--- config.mk ---
export PLATFORM = sky130hd
export DESIGN_NAME = pmp_unit_top
export DESIGN_NICKNAME = d
export VERILOG_FILES = /design/src/verilog/pmp_pkg.sv /design/src/verilog/pmp_cfg_regs.sv /design/src/verilog/pmp_check.sv /design/src/verilog/pmp_data_port.sv /design/src/verilog/pmp_fetch_port.sv /design/src/verilog/pmp_unit_top.sv
export VERILOG_INCLUDE_DIRS = /design/src /design/src/verilog
export SDC_FILE = /design/constraint.sdc
export NUM_CORES = 2
export LEC_CHECK = 0
export ABC_CLOCK_PERIOD_IN_PS = 7200
export BUFFER_PORTS_ARGS = -buffer_cell sky130_fd_sc_hd__buf_2
export CELL_PAD_IN_SITES_DETAIL_PLACEMENT = 1
export CELL_PAD_IN_SITES_GLOBAL_PLACEMENT = 2
export CORE_MARGIN = 3
export CORE_UTILIZATION = 39
export DETAILED_ROUTE_END_ITERATION = 12
export PLACE_DENSITY_LB_ADDON = 0.1
export SLEW_MARGIN = 10
export SYNTH_ARGS = -nofsm -noshare
export SYNTH_HDL_FRONTEND = slang
export SYNTH_SLANG_ARGS = --single-unit
--- constraint.sdc ---
create_clock -name clk_i -period 7.2 [get_ports clk_i]
set_input_delay 1.08 -clock clk_i [delete_from_list [all_inputs] [get_ports clk_i]]
set_output_delay 1.08 -clock clk_i [all_outputs]
set_load 0.02 [all_outputs]
--- src/verilog/pmp_params.svh ---
//--------------------------------------------------------------------
// PMP checker parameters
// Address and data widths, entry count and the APB register map
//--------------------------------------------------------------------
`ifndef PMP_PARAMS_SVH
`define PMP_PARAMS_SVH

// Physical address width, no translation in front of it
`define PMP_PLEN 32
// Width of the exception tval field
`define PMP_XLEN 32
// Number of PMP entries, a multiple of four
`define PMP_NR_ENTRIES 8
// APB address width
`define PMP_APB_AW 8
// Two cfg words, four entries per word
`define PMP_CFG_BASE 8'h00
// pmpaddr word array, entry i at base + 4*i
`define PMP_ADDR_BASE 8'h10

`endif

--- src/verilog/pmp_pkg.sv ---
//--------------------------------------------------------------------
// PMP checker types
// Privilege, access, PMP config, exception and port records
//--------------------------------------------------------------------
`default_nettype none

`include "pmp_params.svh"

package pmp_pkg;

  typedef enum logic [1:0] {
    PRIV_U = 2'b00,
    PRIV_M = 2'b11
  } priv_lvl_e;

  typedef enum logic [1:0] {
    ACCESS_READ  = 2'b01,
    ACCESS_WRITE = 2'b10,
    ACCESS_EXEC  = 2'b11
  } access_e;

  // Address matching mode of one entry
  typedef enum logic [1:0] {
    OFF   = 2'b00,
    TOR   = 2'b01,
    NA4   = 2'b10,
    NAPOT = 2'b11
  } pmp_mode_e;

  // Layout as in the privileged spec, MSB first
  typedef struct packed {
    logic      locked;
    logic [1:0] reserved;
    pmp_mode_e addr_mode;
    logic      x;
    logic      w;
    logic      r;
  } pmpcfg_t;

  // Exception causes seen at the two ports
  localparam logic [31:0] CAUSE_INSTR_ACCESS_FAULT = 32'd1;
  localparam logic [31:0] CAUSE_LD_MISALIGNED      = 32'd4;
  localparam logic [31:0] CAUSE_LD_ACCESS_FAULT    = 32'd5;
  localparam logic [31:0] CAUSE_ST_MISALIGNED      = 32'd6;
  localparam logic [31:0] CAUSE_ST_ACCESS_FAULT    = 32'd7;

  typedef struct packed {
    logic                 valid;
    logic [31:0]          cause;
    logic [`PMP_XLEN-1:0] tval;
  } exception_t;

  // Fetch port
  typedef struct packed {
    logic                 fetch_req;
    logic [`PMP_PLEN-1:0] fetch_vaddr;
  } fetch_req_t;

  typedef struct packed {
    logic                 fetch_valid;
    logic [`PMP_PLEN-1:0] fetch_paddr;
    exception_t           fetch_exception;
  } fetch_rsp_t;

  // Load/store port
  typedef struct packed {
    logic                 req;
    logic [`PMP_PLEN-1:0] vaddr;
    logic                 is_store;
    exception_t           misaligned_ex;
  } lsu_req_t;

  typedef struct packed {
    logic                 valid;
    logic [`PMP_PLEN-1:0] paddr;
    exception_t           exception;
  } lsu_rsp_t;

  // APB slave side
  typedef struct packed {
    logic                   psel;
    logic                   penable;
    logic                   pwrite;
    logic [`PMP_APB_AW-1:0] paddr;
    logic [31:0]            pwdata;
  } apb_req_t;

  typedef struct packed {
    logic        pready;
    logic [31:0] prdata;
    logic        pslverr;
  } apb_rsp_t;

endpackage

`default_nettype wire

--- src/verilog/pmp_cfg_regs.sv ---
//--------------------------------------------------------------------
// PMP configuration registers
// APB slave holding pmpcfg and pmpaddr with the lock write rules
//--------------------------------------------------------------------
`timescale 1ns/1ps
`default_nettype none

`include "pmp_params.svh"

module pmp_cfg_regs (
  input  logic                                          clk_i,
  input  logic                                          rst_ni,
  input  pmp_pkg::apb_req_t                             apb_req_i,
  output pmp_pkg::apb_rsp_t                             apb_rsp_o,
  output pmp_pkg::pmpcfg_t [`PMP_NR_ENTRIES-1:0]        pmpcfg_o,
  output logic [`PMP_NR_ENTRIES-1:0][`PMP_PLEN-3:0]     pmpaddr_o
);

  import pmp_pkg::*;

  localparam int unsigned NrEntries = `PMP_NR_ENTRIES;
  localparam int unsigned Aw        = `PMP_APB_AW;
  // Byte span of each register window
  localparam int unsigned CfgSpan   = NrEntries;
  localparam int unsigned AddrSpan  = 4 * NrEntries;

  pmpcfg_t [NrEntries-1:0]                  pmpcfg_q;
  logic    [NrEntries-1:0][`PMP_PLEN-3:0]   pmpaddr_q;

  logic                access;
  logic                wr_en;
  logic [Aw-1:0]       cfg_off;
  logic [Aw-1:0]       addr_off;
  logic                cfg_hit;
  logic                addr_hit;
  logic [Aw-3:0]       cfg_word;
  logic [Aw-3:0]       addr_idx;
  pmpcfg_t [3:0]       wr_cfg;
  logic [NrEntries-1:0] cfg_we;
  logic [NrEntries-1:0] addr_we;
  logic [31:0]         rdata;

  //------------------------------------------------------------------
  // Address decode
  //------------------------------------------------------------------
  // No wait states, so every access phase completes
  assign access = apb_req_i.psel & apb_req_i.penable;
  assign wr_en  = access & apb_req_i.pwrite;

  // Offsets below a base wrap around and miss the span check
  assign cfg_off  = apb_req_i.paddr - `PMP_CFG_BASE;
  assign addr_off = apb_req_i.paddr - `PMP_ADDR_BASE;
  assign cfg_hit  = (cfg_off < CfgSpan) && (apb_req_i.paddr[1:0] == 2'b00);
  assign addr_hit = (addr_off < AddrSpan) && (apb_req_i.paddr[1:0] == 2'b00);
  assign cfg_word = cfg_off[Aw-1:2];
  assign addr_idx = addr_off[Aw-1:2];

  // Incoming cfg bytes, reserved bits forced to zero
  always_comb begin
    for (int unsigned k = 0; k < 4; k++) begin
      wr_cfg[k]          = pmpcfg_t'(apb_req_i.pwdata[8*k +: 8]);
      wr_cfg[k].reserved = 2'b00;
    end
  end

  //------------------------------------------------------------------
  // Write enables with lock rules
  //------------------------------------------------------------------
  for (genvar i = 0; i < NrEntries; i++) begin : g_we
    logic tor_lock;
    // Locked TOR entry above also freezes this address
    if (i < NrEntries - 1) begin : g_upper
      assign tor_lock = pmpcfg_q[i+1].locked && (pmpcfg_q[i+1].addr_mode == TOR);
    end else begin : g_last
      assign tor_lock = 1'b0;
    end
    assign cfg_we[i]  = wr_en && cfg_hit && (cfg_word == (i / 4)) && !pmpcfg_q[i].locked;
    assign addr_we[i] = wr_en && addr_hit && (addr_idx == i) &&
                        !pmpcfg_q[i].locked && !tor_lock;
  end

  always_ff @(posedge clk_i or negedge rst_ni) begin
    if (!rst_ni) begin
      pmpcfg_q  <= '0;
      pmpaddr_q <= '0;
    end else begin
      for (int unsigned e = 0; e < NrEntries; e++) begin
        if (cfg_we[e]) begin
          pmpcfg_q[e] <= wr_cfg[e % 4];
        end
        if (addr_we[e]) begin
          pmpaddr_q[e] <= apb_req_i.pwdata[`PMP_PLEN-3:0];
        end
      end
    end
  end

  //------------------------------------------------------------------
  // Read data
  //------------------------------------------------------------------
  always_comb begin
    rdata = '0;
    for (int unsigned e = 0; e < NrEntries; e++) begin
      if (cfg_hit && (cfg_word == (e / 4))) begin
        rdata[8*(e%4) +: 8] = pmpcfg_q[e];
      end
      if (addr_hit && (addr_idx == e)) begin
        rdata = 32'(pmpaddr_q[e]);
      end
    end
  end

  assign apb_rsp_o.pready  = access;
  assign apb_rsp_o.prdata  = access ? rdata : '0;
  assign apb_rsp_o.pslverr = access && !cfg_hit && !addr_hit;

  assign pmpcfg_o  = pmpcfg_q;
  assign pmpaddr_o = pmpaddr_q;

endmodule

`default_nettype wire

--- src/verilog/pmp_check.sv ---
//--------------------------------------------------------------------
// PMP permission check
// Priority-ordered match over all entries for a single access
//--------------------------------------------------------------------
`timescale 1ns/1ps
`default_nettype none

`include "pmp_params.svh"

module pmp_check (
  input  logic [`PMP_PLEN-1:0]                          addr_i,
  input  pmp_pkg::access_e                              access_i,
  input  pmp_pkg::priv_lvl_e                            priv_i,
  input  pmp_pkg::pmpcfg_t [`PMP_NR_ENTRIES-1:0]        pmpcfg_i,
  input  logic [`PMP_NR_ENTRIES-1:0][`PMP_PLEN-3:0]     pmpaddr_i,
  output logic                                          allow_o
);

  import pmp_pkg::*;

  localparam int unsigned NrEntries = `PMP_NR_ENTRIES;
  localparam int unsigned Plen      = `PMP_PLEN;

  logic [NrEntries-1:0] match;
  logic [NrEntries-1:0] perm;

  //------------------------------------------------------------------
  // Per-entry address match
  //------------------------------------------------------------------
  for (genvar i = 0; i < NrEntries; i++) begin : g_entry
    logic [Plen-1:0] tor_lo;
    logic [Plen-1:0] tor_hi;
    logic [Plen-3:0] napot_mask;
    logic            hit;
    logic            bit_ok;

    // Entry 0 starts its TOR range at zero
    if (i == 0) begin : g_first
      assign tor_lo = '0;
    end else begin : g_next
      assign tor_lo = {pmpaddr_i[i-1], 2'b00};
    end
    assign tor_hi = {pmpaddr_i[i], 2'b00};

    // Trailing ones plus the first zero are don't-care bits
    assign napot_mask = ~(pmpaddr_i[i] ^ (pmpaddr_i[i] + 1'b1));

    always_comb begin
      case (pmpcfg_i[i].addr_mode)
        TOR:     hit = (addr_i >= tor_lo) && (addr_i < tor_hi);
        NA4:     hit = (addr_i[Plen-1:2] == pmpaddr_i[i]);
        NAPOT:   hit = ((addr_i[Plen-1:2] ^ pmpaddr_i[i]) & napot_mask) == '0;
        default: hit = 1'b0;
      endcase
    end

    // Permission bit for the requested access kind
    always_comb begin
      case (access_i)
        ACCESS_READ:  bit_ok = pmpcfg_i[i].r;
        ACCESS_WRITE: bit_ok = pmpcfg_i[i].w;
        ACCESS_EXEC:  bit_ok = pmpcfg_i[i].x;
        default:      bit_ok = 1'b0;
      endcase
    end

    assign match[i] = hit;
    // Unlocked entries do not restrict machine mode
    assign perm[i]  = bit_ok || ((priv_i == PRIV_M) && !pmpcfg_i[i].locked);
  end

  //------------------------------------------------------------------
  // Priority resolution
  //------------------------------------------------------------------
  // Walk from the top so the lowest matching entry is applied last
  always_comb begin
    // No match at all, only machine mode passes
    allow_o = (priv_i == PRIV_M);
    for (int i = NrEntries - 1; i >= 0; i--) begin
      if (match[i]) begin
        allow_o = perm[i];
      end
    end
  end

endmodule

`default_nettype wire

--- src/verilog/pmp_data_port.sv ---
//--------------------------------------------------------------------
// PMP data port
// One register stage for load/store with misaligned and PMP faults
//--------------------------------------------------------------------
`timescale 1ns/1ps
`default_nettype none

`include "pmp_params.svh"

module pmp_data_port (
  input  logic                      clk_i,
  input  logic                      rst_ni,
  input  pmp_pkg::lsu_req_t         lsu_req_i,
  output pmp_pkg::lsu_rsp_t         lsu_rsp_o,
  input  logic                      allow_i,
  output logic [`PMP_PLEN-1:0]      chk_addr_o,
  output pmp_pkg::access_e          chk_access_o
);

  import pmp_pkg::*;

  // Control state
  logic                 req_q;
  logic                 mis_valid_q;
  // Payload
  logic [`PMP_PLEN-1:0] vaddr_q;
  logic                 is_store_q;
  exception_t           mis_ex_q;

  //------------------------------------------------------------------
  // Request stage
  //------------------------------------------------------------------
  always_ff @(posedge clk_i or negedge rst_ni) begin
    if (!rst_ni) begin
      req_q       <= 1'b0;
      mis_valid_q <= 1'b0;
    end else begin
      req_q       <= lsu_req_i.req;
      // Without a request the misaligned flag is stale
      mis_valid_q <= lsu_req_i.misaligned_ex.valid & lsu_req_i.req;
    end
  end

  // New request taken every cycle, no stall
  always_ff @(posedge clk_i) begin
    vaddr_q    <= lsu_req_i.vaddr;
    is_store_q <= lsu_req_i.is_store;
    mis_ex_q   <= lsu_req_i.misaligned_ex;
  end

  // Checker works on the registered copy
  assign chk_addr_o   = vaddr_q;
  assign chk_access_o = is_store_q ? ACCESS_WRITE : ACCESS_READ;

  //------------------------------------------------------------------
  // Response
  //------------------------------------------------------------------
  always_comb begin
    lsu_rsp_o.valid     = req_q;
    lsu_rsp_o.paddr     = vaddr_q;
    lsu_rsp_o.exception = '0;

    // Misaligned from the LSU wins over a PMP fault
    if (mis_valid_q) begin
      lsu_rsp_o.exception       = mis_ex_q;
      lsu_rsp_o.exception.valid = 1'b1;
    end else if (req_q && !allow_i) begin
      lsu_rsp_o.exception.valid = 1'b1;
      lsu_rsp_o.exception.cause = is_store_q ? CAUSE_ST_ACCESS_FAULT
                                             : CAUSE_LD_ACCESS_FAULT;
      lsu_rsp_o.exception.tval  = `PMP_XLEN'(vaddr_q);
    end
  end

endmodule

`default_nettype wire

--- src/verilog/pmp_fetch_port.sv ---
//--------------------------------------------------------------------
// PMP fetch port
// Same-cycle fetch response with instruction access fault
//--------------------------------------------------------------------
`timescale 1ns/1ps
`default_nettype none

`include "pmp_params.svh"

module pmp_fetch_port (
  input  pmp_pkg::fetch_req_t       fetch_req_i,
  output pmp_pkg::fetch_rsp_t       fetch_rsp_o,
  input  logic                      allow_i,
  output logic [`PMP_PLEN-1:0]      chk_addr_o
);

  import pmp_pkg::*;

  // Bare mode, virtual and physical address are the same
  assign chk_addr_o = fetch_req_i.fetch_vaddr;

  always_comb begin
    fetch_rsp_o.fetch_valid     = fetch_req_i.fetch_req;
    fetch_rsp_o.fetch_paddr     = fetch_req_i.fetch_vaddr;
    fetch_rsp_o.fetch_exception = '0;

    // Denied fetch raises the fault in the same cycle
    if (fetch_req_i.fetch_req && !allow_i) begin
      fetch_rsp_o.fetch_exception.valid = 1'b1;
      fetch_rsp_o.fetch_exception.cause = CAUSE_INSTR_ACCESS_FAULT;
      fetch_rsp_o.fetch_exception.tval  = `PMP_XLEN'(fetch_req_i.fetch_vaddr);
    end
  end

endmodule

`default_nettype wire

--- src/verilog/pmp_unit_top.sv ---
//--------------------------------------------------------------------
// PMP checker top level
// APB config registers, fetch and data checkers with their ports
//--------------------------------------------------------------------
`timescale 1ns/1ps
`default_nettype none

`include "pmp_params.svh"

module pmp_unit_top (
  input  logic                  clk_i,
  input  logic                  rst_ni,
  // Configuration bus
  input  pmp_pkg::apb_req_t     apb_req_i,
  output pmp_pkg::apb_rsp_t     apb_rsp_o,
  // Privilege for fetch and for load/store
  input  pmp_pkg::priv_lvl_e    priv_lvl_i,
  input  pmp_pkg::priv_lvl_e    ld_st_priv_lvl_i,
  // Fetch port
  input  pmp_pkg::fetch_req_t   fetch_req_i,
  output pmp_pkg::fetch_rsp_t   fetch_rsp_o,
  // Load/store port
  input  pmp_pkg::lsu_req_t     lsu_req_i,
  output pmp_pkg::lsu_rsp_t     lsu_rsp_o
);

  import pmp_pkg::*;

  pmpcfg_t [`PMP_NR_ENTRIES-1:0]                pmpcfg;
  logic    [`PMP_NR_ENTRIES-1:0][`PMP_PLEN-3:0] pmpaddr;

  logic [`PMP_PLEN-1:0] fetch_chk_addr;
  logic                 fetch_allow;
  logic [`PMP_PLEN-1:0] data_chk_addr;
  access_e              data_chk_access;
  logic                 data_allow;

  //------------------------------------------------------------------
  // Configuration
  //------------------------------------------------------------------
  pmp_cfg_regs u_cfg_regs (
    .clk_i     (clk_i),
    .rst_ni    (rst_ni),
    .apb_req_i (apb_req_i),
    .apb_rsp_o (apb_rsp_o),
    .pmpcfg_o  (pmpcfg),
    .pmpaddr_o (pmpaddr)
  );

  //------------------------------------------------------------------
  // Fetch path
  //------------------------------------------------------------------
  // Every fetch is checked as execute
  pmp_check u_check_fetch (
    .addr_i    (fetch_chk_addr),
    .access_i  (ACCESS_EXEC),
    .priv_i    (priv_lvl_i),
    .pmpcfg_i  (pmpcfg),
    .pmpaddr_i (pmpaddr),
    .allow_o   (fetch_allow)
  );

  pmp_fetch_port u_fetch_port (
    .fetch_req_i (fetch_req_i),
    .fetch_rsp_o (fetch_rsp_o),
    .allow_i     (fetch_allow),
    .chk_addr_o  (fetch_chk_addr)
  );

  //------------------------------------------------------------------
  // Data path
  //------------------------------------------------------------------
  pmp_check u_check_data (
    .addr_i    (data_chk_addr),
    .access_i  (data_chk_access),
    .priv_i    (ld_st_priv_lvl_i),
    .pmpcfg_i  (pmpcfg),
    .pmpaddr_i (pmpaddr),
    .allow_o   (data_allow)
  );

  pmp_data_port u_data_port (
    .clk_i        (clk_i),
    .rst_ni       (rst_ni),
    .lsu_req_i    (lsu_req_i),
    .lsu_rsp_o    (lsu_rsp_o),
    .allow_i      (data_allow),
    .chk_addr_o   (data_chk_addr),
    .chk_access_o (data_chk_access)
  );

endmodule

`default_nettype wire
# --- Word-level counts from Yosys, hierarchy flattened ---
# Index checks and enable logic that the tools add are counted.
# Widths: inputs -> output; s select.
op_classes:
  n_eq_ne: 53
  mul: 0
  mux: 62
  n_div: 0
  shifts: 0
  add_sub_neg: 9
  bitwise_logic: 51
  n_reduce_logical: 144
  order_cmp: 34
ops:
  columns: ["operator", "count"]
  rows:
  - ["$xor 30x30->30", 24]
  - ["$lt 32x32->1", 16]
  - ["$and 30x30->30", 16]
  - ["$eq 30x30->1", 16]
  - ["$logic_not 30->1", 16]
  - ["$ge 32x32->1", 14]
  - ["$mux 32", 8]
  - ["$add 30x1->30 const B", 8]
  - ["$not 30->30", 8]
  - ["$mux 65", 3]
  - ["$logic_and 1x1->1", 90]
  - ["$pmux 1 s3", 24]
  - ["$ge 32x1->1 const B", 2]
  - ["$mux 8", 8]
  - ["$eq 2x2->1 const B", 20]
  - ["$mux 30", 1]
  - ["$eq 6x3->1 const B", 4]
  - ["$logic_not 1->1", 19]
  - ["$eq 2x1->1 const B", 9]
  - ["$logic_or 1x1->1", 16]
  - ["$mux 1", 16]
  - ["$eq 6x1->1 const B", 2]
  - ["$eq 6x2->1 const B", 2]
  - ["$logic_not 6->1", 2]
  - ["6 further kinds", 9]
word_totals:
  latch_bits: 0
  memories: 0
  inputBits: 181
  regBits: 387
  romBits: 0
  ram_bits: 0
  wordCells: 407

# --- Depth between registers and ports, before layout ---
logic_depth:
  word_depth: 20
  mapped_depth: 16
  depth_no_buf: 13

# --- Hierarchy ---
# A second synthesis with hierarchy kept.
unflattened:
  cells_unflattened: 4482
  hier_area_um2: 38117.8
by_module_without_submodules:
  columns: ["module", "n_inst", "seq_area_each_um2", "cells_per_inst", "area_per_inst_um2"]
  rows:
  - ["pmp_cfg_regs", 1, 7206.9, 1171, 14141.1]
  - ["pmp_check (u_check_data)", 1, 0.0, 1444, 9934.5]
  - ["pmp_check (u_check_fetch)", 1, 0.0, 1446, 9783.1]
  - ["pmp_data_port", 1, 1991.9, 283, 3184.3]
  - ["pmp_fetch_port", 1, 0.0, 137, 1071.0]
  - ["pmp_unit_top", 1, 0.0, 1, 3.8]

# --- Least setup slack after synthesis ---
# No wires, ideal clock.
synth_timing:
  path_kind: "input to output"
  startpoint: "in fetch_req_i[9] in the netlist's numbering"
  endpoint: "out fetch_rsp_o[10] in the netlist's numbering"
  n_path_buf: 1
  t_arrival_ps: 4201
  stages: 13
  slack_ps: 1919
  cell_sequence: "ha_1 > a211o_1 > a21oi_1 > a311oi_1 > o221ai_1 > o211ai_1 > o311a_1 > nor3_1 > or4b_1 > o311ai_1 > o2111ai_1 > clkbuf_1 > a21boi_0"
synth_lines:
  columns: ["element", "line_no", "rtl"]
  rows:
  - ["from (decl)", "pmp_unit_top.sv:20", "input pmp_pkg::fetch_req_t fetch_req_i,"]
  - ["to (decl)", "pmp_unit_top.sv:21", "output pmp_pkg::fetch_rsp_t fetch_rsp_o,"]

==> flow_results.xml <==
<?xml version="1.0" encoding="UTF-8"?>
<metrics>
  <group name="floorplanning">
    <metric name="dieWidth" unit="um">300</metric>
    <metric name="die-height" unit="um">300</metric>
    <metric name="boundaryPins" unit="">411</metric>
    <metric name="initial_utilization" unit="">0.395</metric>
    <metric name="core_region_area" unit="um2">85400</metric>
    <metric name="rows" unit="">107</metric>
    <metric name="die_area" unit="um2">90000</metric>
  </group>
  <group name="logic_synthesis">
    <metric name="async_flop_share" unit="">0.749</metric>
    <metric name="synth_top_cells_by_count" unit="">sky130_fd_sc_hd__ha_1 (493), sky130_fd_sc_hd__nand2_1 (397), sky130_fd_sc_hd__o21ai_0 (351)</metric>
    <metric name="synthTopCellsByArea" unit="">sky130_fd_sc_hd__dfrtp_1 (22%), sky130_fd_sc_hd__ha_1 (18%), sky130_fd_sc_hd__dfxtp_1 (5.8%)</metric>
    <metric name="yosysMostFrequentCell" unit="">sky130_fd_sc_hd__ha_1</metric>
    <metric name="synth_seq_area_share" unit="">0.273</metric>
    <metric name="netlist-cell-type-count" unit="">94</metric>
    <metric name="synth_warnings" unit="">0</metric>
    <metric name="synth-seq-cells" unit="">387</metric>
    <metric name="post_synth_instance_area" unit="um2">33700</metric>
    <metric name="synth_top_area_share" unit="">0.215</metric>
    <metric name="syn_area_per_cell" unit="um2">8.28</metric>
    <metric name="ys_dominant_reg_cell" unit="">sky130_fd_sc_hd__dfrtp_1</metric>
    <metric name="post_synth_inst_count" unit="">4073</metric>
    <metric name="synth.largest_area_cell" unit="">sky130_fd_sc_hd__dfrtp_1</metric>
    <metric name="synth_edf_count" unit="">0</metric>
  </group>
  <group name="power">
    <metric name="total_power" unit="mW">6.28</metric>
    <metric name="peak_supply_drop" unit="mV">0.165</metric>
    <metric name="power_density" unit="nW/um2">161</metric>
    <metric name="pwr-share-clk" unit="">0.438</metric>
    <metric name="combinationalPowerShare" unit="">0.199</metric>
    <metric name="cellInternalPower" unit="mW">4.12</metric>
    <metric name="power.switching" unit="mW">2.15</metric>
    <metric name="seqPwrFrac" unit="">0.363</metric>
    <metric name="leakagePower" unit="nW">19.1</metric>
    <metric name="netSwitchingFraction" unit="">0.343</metric>
  </group>
  <group name="setup_path">
    <metric name="critPathLaunch" unit="">u_cfg_regs.pmpaddr_o[90]$_DFFE_PN0P_</metric>
    <metric name="worstReg2RegStart" unit="">u_cfg_regs.pmpcfg_o[60]$_DFFE_PN0P_</metric>
    <metric name="critical_path.endpoint_type" unit="">primary output</metric>
    <metric name="timing.critical_path.arrival" unit="ns">5.89</metric>
    <metric name="critical_path_class" unit="">reg -&gt; out</metric>
    <metric name="timing.critical_path.fanout_max" unit="">33</metric>
    <metric name="worstPathRequired" unit="ns">6.12</metric>
    <metric name="cp-start-kind" unit="">flip-flop</metric>
  </group>
  <group name="timing">
    <metric name="post-route-period-util" unit="">0.968</metric>
    <metric name="max_freq" unit="GHz">0.143</metric>
    <metric name="rsz_0062_raised_after_global_routing" unit="">false</metric>
    <metric name="fin_skew" unit="ns">0.0352</metric>
    <metric name="totalNegativeSetupSlack" unit="ns">0</metric>
    <metric name="slew_margin_rel" unit="">0.162</metric>
    <metric name="finalWorstPathRequiredPeriod" unit="ns">6.97</metric>
    <metric name="timing.final.max_slew_violations" unit="">0</metric>
    <metric name="final_critical_path_setup_slack" unit="ns">0.230</metric>
    <metric name="final_hold_viol_count" unit="">0</metric>
    <metric name="finalSetupViolCount" unit="">0</metric>
    <metric name="fin_worst_hold_slack" unit="ns">0.413</metric>
    <metric name="tightestPinTransition" unit="ns">1.24</metric>
  </group>
  <group name="global_route">
    <metric name="grt_max_degree" unit="">131</metric>
    <metric name="globalRoute.totalOverflow" unit="">0</metric>
    <metric name="grt_pass1_vias" unit="">37100</metric>
    <metric name="antenna_violations_before_repair" unit="">22</metric>
    <metric name="groute.usage.overall" unit="">0.458</metric>
    <metric name="global_route_wire_length_before_repair" unit="um">291000</metric>
  </group>
  <group name="cts">
    <metric name="cts_htree_levels" unit="">2</metric>
    <metric name="post-cts-setup-buffers" unit="">0</metric>
    <metric name="tritoncts_clock_tree" unit="">built</metric>
    <metric name="clock-sinks" unit="">387</metric>
    <metric name="cts_buffers" unit="">51</metric>
    <metric name="cts_root_buffer" unit="">sky130_fd_sc_hd__clkbuf_16</metric>
    <metric name="cts.reportedPaths.clkPinSlew" unit="ns">0.06</metric>
    <metric name="postCtsHoldBufs" unit="">0</metric>
    <metric name="ctsLongestPathBuffers" unit="">3</metric>
    <metric name="postCtsResizedCells" unit="">0</metric>
    <metric name="clk_latency" unit="ns">0.69</metric>
  </group>
  <group name="placed_design">
    <metric name="dp.final_hpwl" unit="um">166000</metric>
    <metric name="dpl_cell_area" unit="um2">37300</metric>
    <metric name="routabilityCongestion" unit="">1.08</metric>
    <metric name="dp_cells" unit="">5545</metric>
    <metric name="pre_cts_slack" unit="ns">0.763</metric>
    <metric name="numPortBuffers" unit="">377</metric>
  </group>
  <group name="layout">
    <metric name="synthToLayoutAreaGrowth" unit="%">15.8</metric>
    <metric name="design_area" unit="um2">39000</metric>
    <metric name="utilization" unit="">0.457</metric>
    <metric name="layout_cells_sized_above_1" unit="">0.163</metric>
    <metric name="nets" unit="">5128</metric>
    <metric name="finish.cell_count_without_fillers" unit="">5647</metric>
  </group>
  <group name="detailed_routing">
    <metric name="wl_per_cell" unit="um">37.7</metric>
    <metric name="post_drt_via_cell_ratio" unit="">6.77</metric>
    <metric name="num_vias" unit="">38200</metric>
    <metric name="drt_iter0_drc" unit="">4649</metric>
    <metric name="number_of_iterations_in_the_first_detailed_routing_pass" unit="">8</metric>
    <metric name="ant_nets" unit="">0</metric>
    <metric name="wl" unit="um">213000</metric>
    <metric name="drt_drc_violations_left" unit="">0</metric>
  </group>
  <group name="flow_run">
    <metric name="timing.max_cap.violations" unit="">0</metric>
  </group>
  <group name="worst_hold_path">
    <metric name="min_path_type" unit="">in -&gt; async</metric>
  </group>
  <group name="status">
    <metric name="outcome" unit="">finished, final reports clean</metric>
  </group>
</metrics>
-- power by group through the flow --
| stage | Sequential [mW] | Clock (mW) | Combinational, mW |
|---|---|---|---|
| finish | 2.28 | 2.75 | 1.25 |
| CTS | 2.28 | 2.77 | 1.20 |
| global route | 2.28 | 2.84 | 1.29 |
| detailed placement | 2.32 | 0 | 1.20 |
| global placement | 2.32 | 0 | 1.19 |
| floorplan | 2.31 | 0 | 0.581 |
-- per-layer routing --
metal / wire, um / GRT usage / up-vias
met3: 22200 / 0.115 / 656
met5: 30 / 0 / -
li1: - / - / 16200
met2: 87100 / 0.657 / 2261
met4: 20500 / 0.363 / 4
met1: 82900 / 0.584 / 19100
-- final timing paths --
| check | to | slack [ns] | cells after the start |
|---|---|---|---|
| worst max-delay path | lsu_rsp_o[25] | 0.23 | 14 |
| worst min-delay path | u_cfg_regs.pmpaddr_o[231]$_DFFE_PN0P_ | 0.41 | 1 |
| worst max register to register | u_cfg_regs.pmpaddr_o[180]$_DFFE_PN0P_ | 4.72 | 5 |
| worst min register to register | u_cfg_regs.pmpcfg_o[40]$_DFFE_PN0P_ | 0.54 | 1 |
| max in group asynchronous | u_cfg_regs.pmpaddr_o[30]$_DFFE_PN0P_ | 5.51 | 2 |
| min in group clk_i | u_data_port.chk_addr_o[7]$_DFF_P_ | 0.49 | 1 |
-- cells by family (layout without fill, tap and decap cells) --
| family | after synthesis | count (layout) | synth area share |
|---|---|---|---|
| flip-flops | 387 | 387 | 0.273 |
| adder cells (fa/ha/maj) | 493 | 493 | 0.183 |
| multiplexers | 70 | 70 | 0.0281 |
| AND/OR/NAND/NOR | 1254 | 1254 | 0.190 |
| buffers and inverters | 516 | 908 | 0.0664 |
| AO/OA/AOI/OAI | 1346 | 1346 | 0.258 |
| other | 1 | 39 | 0.000111 |
| XOR/XNOR | 6 | 6 | 0.00156 |
-- sequential cells by signal, summed over array words and instances, names as in the netlist --
signal	cells
u_cfg_regs.pmpaddr_o	240
u_cfg_regs.pmpcfg_o	48
u_data_port.chk_addr_o	32
u_data_port.is_store_q	1
u_data_port.mis_ex_q	64
u_data_port.mis_valid_q	1
u_data_port.req_q	1
-- worst max-delay path: stages (launching register included) --
cell	delay [ns]
sky130_fd_sc_hd__dfrtp_1	0.68
sky130_fd_sc_hd__ha_1	0.49
sky130_fd_sc_hd__nand3_1	0.14
sky130_fd_sc_hd__nor4_2	0.42
sky130_fd_sc_hd__buf_4	0.24
sky130_fd_sc_hd__a41o_1	0.17
sky130_fd_sc_hd__o21ai_0	0.07
sky130_fd_sc_hd__or4_1	0.51
sky130_fd_sc_hd__o31ai_1	0.79
sky130_fd_sc_hd__nor2_1	0.16
sky130_fd_sc_hd__mux2_2	0.32
sky130_fd_sc_hd__o211ai_2	0.25
sky130_fd_sc_hd__o31a_4	0.43
sky130_fd_sc_hd__a32o_1	0.31
sky130_fd_sc_hd__buf_2	0.21
-- cell type report --
| cell class | count | area [um2] |
|---|---|---|
| fillers | 10400 | 46400 |
| clock inverters | 23 | 279 |
| well taps | 1144 | 1430 |
| multi-input cells | 3201 | 22500 |
| repair buffers | 535 | 3110 |
| clock buffers | 72 | 1450 |
| flip-flops and latches | 387 | 9200 |
| inverters | 278 | 1040 |
| diodes | 7 | 17.5 |
-- cell usage in the layout (no fill, tap or decap), types with 13 or more instances in the layout --
master | netlist | final
sky130_fd_sc_hd__mux4_2 | 15 | 15
sky130_fd_sc_hd__nor3_1 | 84 | 83
sky130_fd_sc_hd__inv_1 | 277 | 277
sky130_fd_sc_hd__o221ai_1 | 17 | 17
sky130_fd_sc_hd__a211oi_1 | 92 | 92
sky130_fd_sc_hd__mux2_2 | 47 | 47
sky130_fd_sc_hd__a21boi_0 | 33 | 33
sky130_fd_sc_hd__o21ai_0 | 351 | 351
sky130_fd_sc_hd__a221oi_1 | 19 | 19
sky130_fd_sc_hd__buf_4 | 71 | 156
sky130_fd_sc_hd__clkbuf_16 | 0 | 53
sky130_fd_sc_hd__buf_2 | 6 | 376
sky130_fd_sc_hd__a22oi_1 | 33 | 33
sky130_fd_sc_hd__and4_1 | 28 | 28
sky130_fd_sc_hd__and2_1 | 46 | 46
sky130_fd_sc_hd__a311oi_1 | 15 | 15
sky130_fd_sc_hd__nor2b_1 | 25 | 24
sky130_fd_sc_hd__nand2b_1 | 22 | 22
sky130_fd_sc_hd__o22ai_1 | 41 | 41
sky130_fd_sc_hd__and3_1 | 45 | 45
sky130_fd_sc_hd__a21o_1 | 78 | 78
sky130_fd_sc_hd__nand2_1 | 397 | 397
sky130_fd_sc_hd__o2111ai_1 | 14 | 13
sky130_fd_sc_hd__nor4_1 | 97 | 92
sky130_fd_sc_hd__conb_1 | 1 | 32
sky130_fd_sc_hd__o21a_1 | 25 | 25
sky130_fd_sc_hd__a21oi_1 | 294 | 294
sky130_fd_sc_hd__nand3_1 | 90 | 90
sky130_fd_sc_hd__dfxtp_1 | 97 | 97
sky130_fd_sc_hd__dfrtp_1 | 290 | 289
sky130_fd_sc_hd__a32o_1 | 34 | 34
sky130_fd_sc_hd__a31oi_1 | 100 | 100
sky130_fd_sc_hd__ha_1 | 493 | 493
sky130_fd_sc_hd__or4_1 | 22 | 22
sky130_fd_sc_hd__clkbuf_1 | 145 | 14
sky130_fd_sc_hd__nand4_1 | 131 | 131
sky130_fd_sc_hd__nor2_1 | 207 | 202
sky130_fd_sc_hd__o211ai_1 | 44 | 44
sky130_fd_sc_hd__a41oi_1 | 36 | 36
Power figures use the tool's default switching activity.
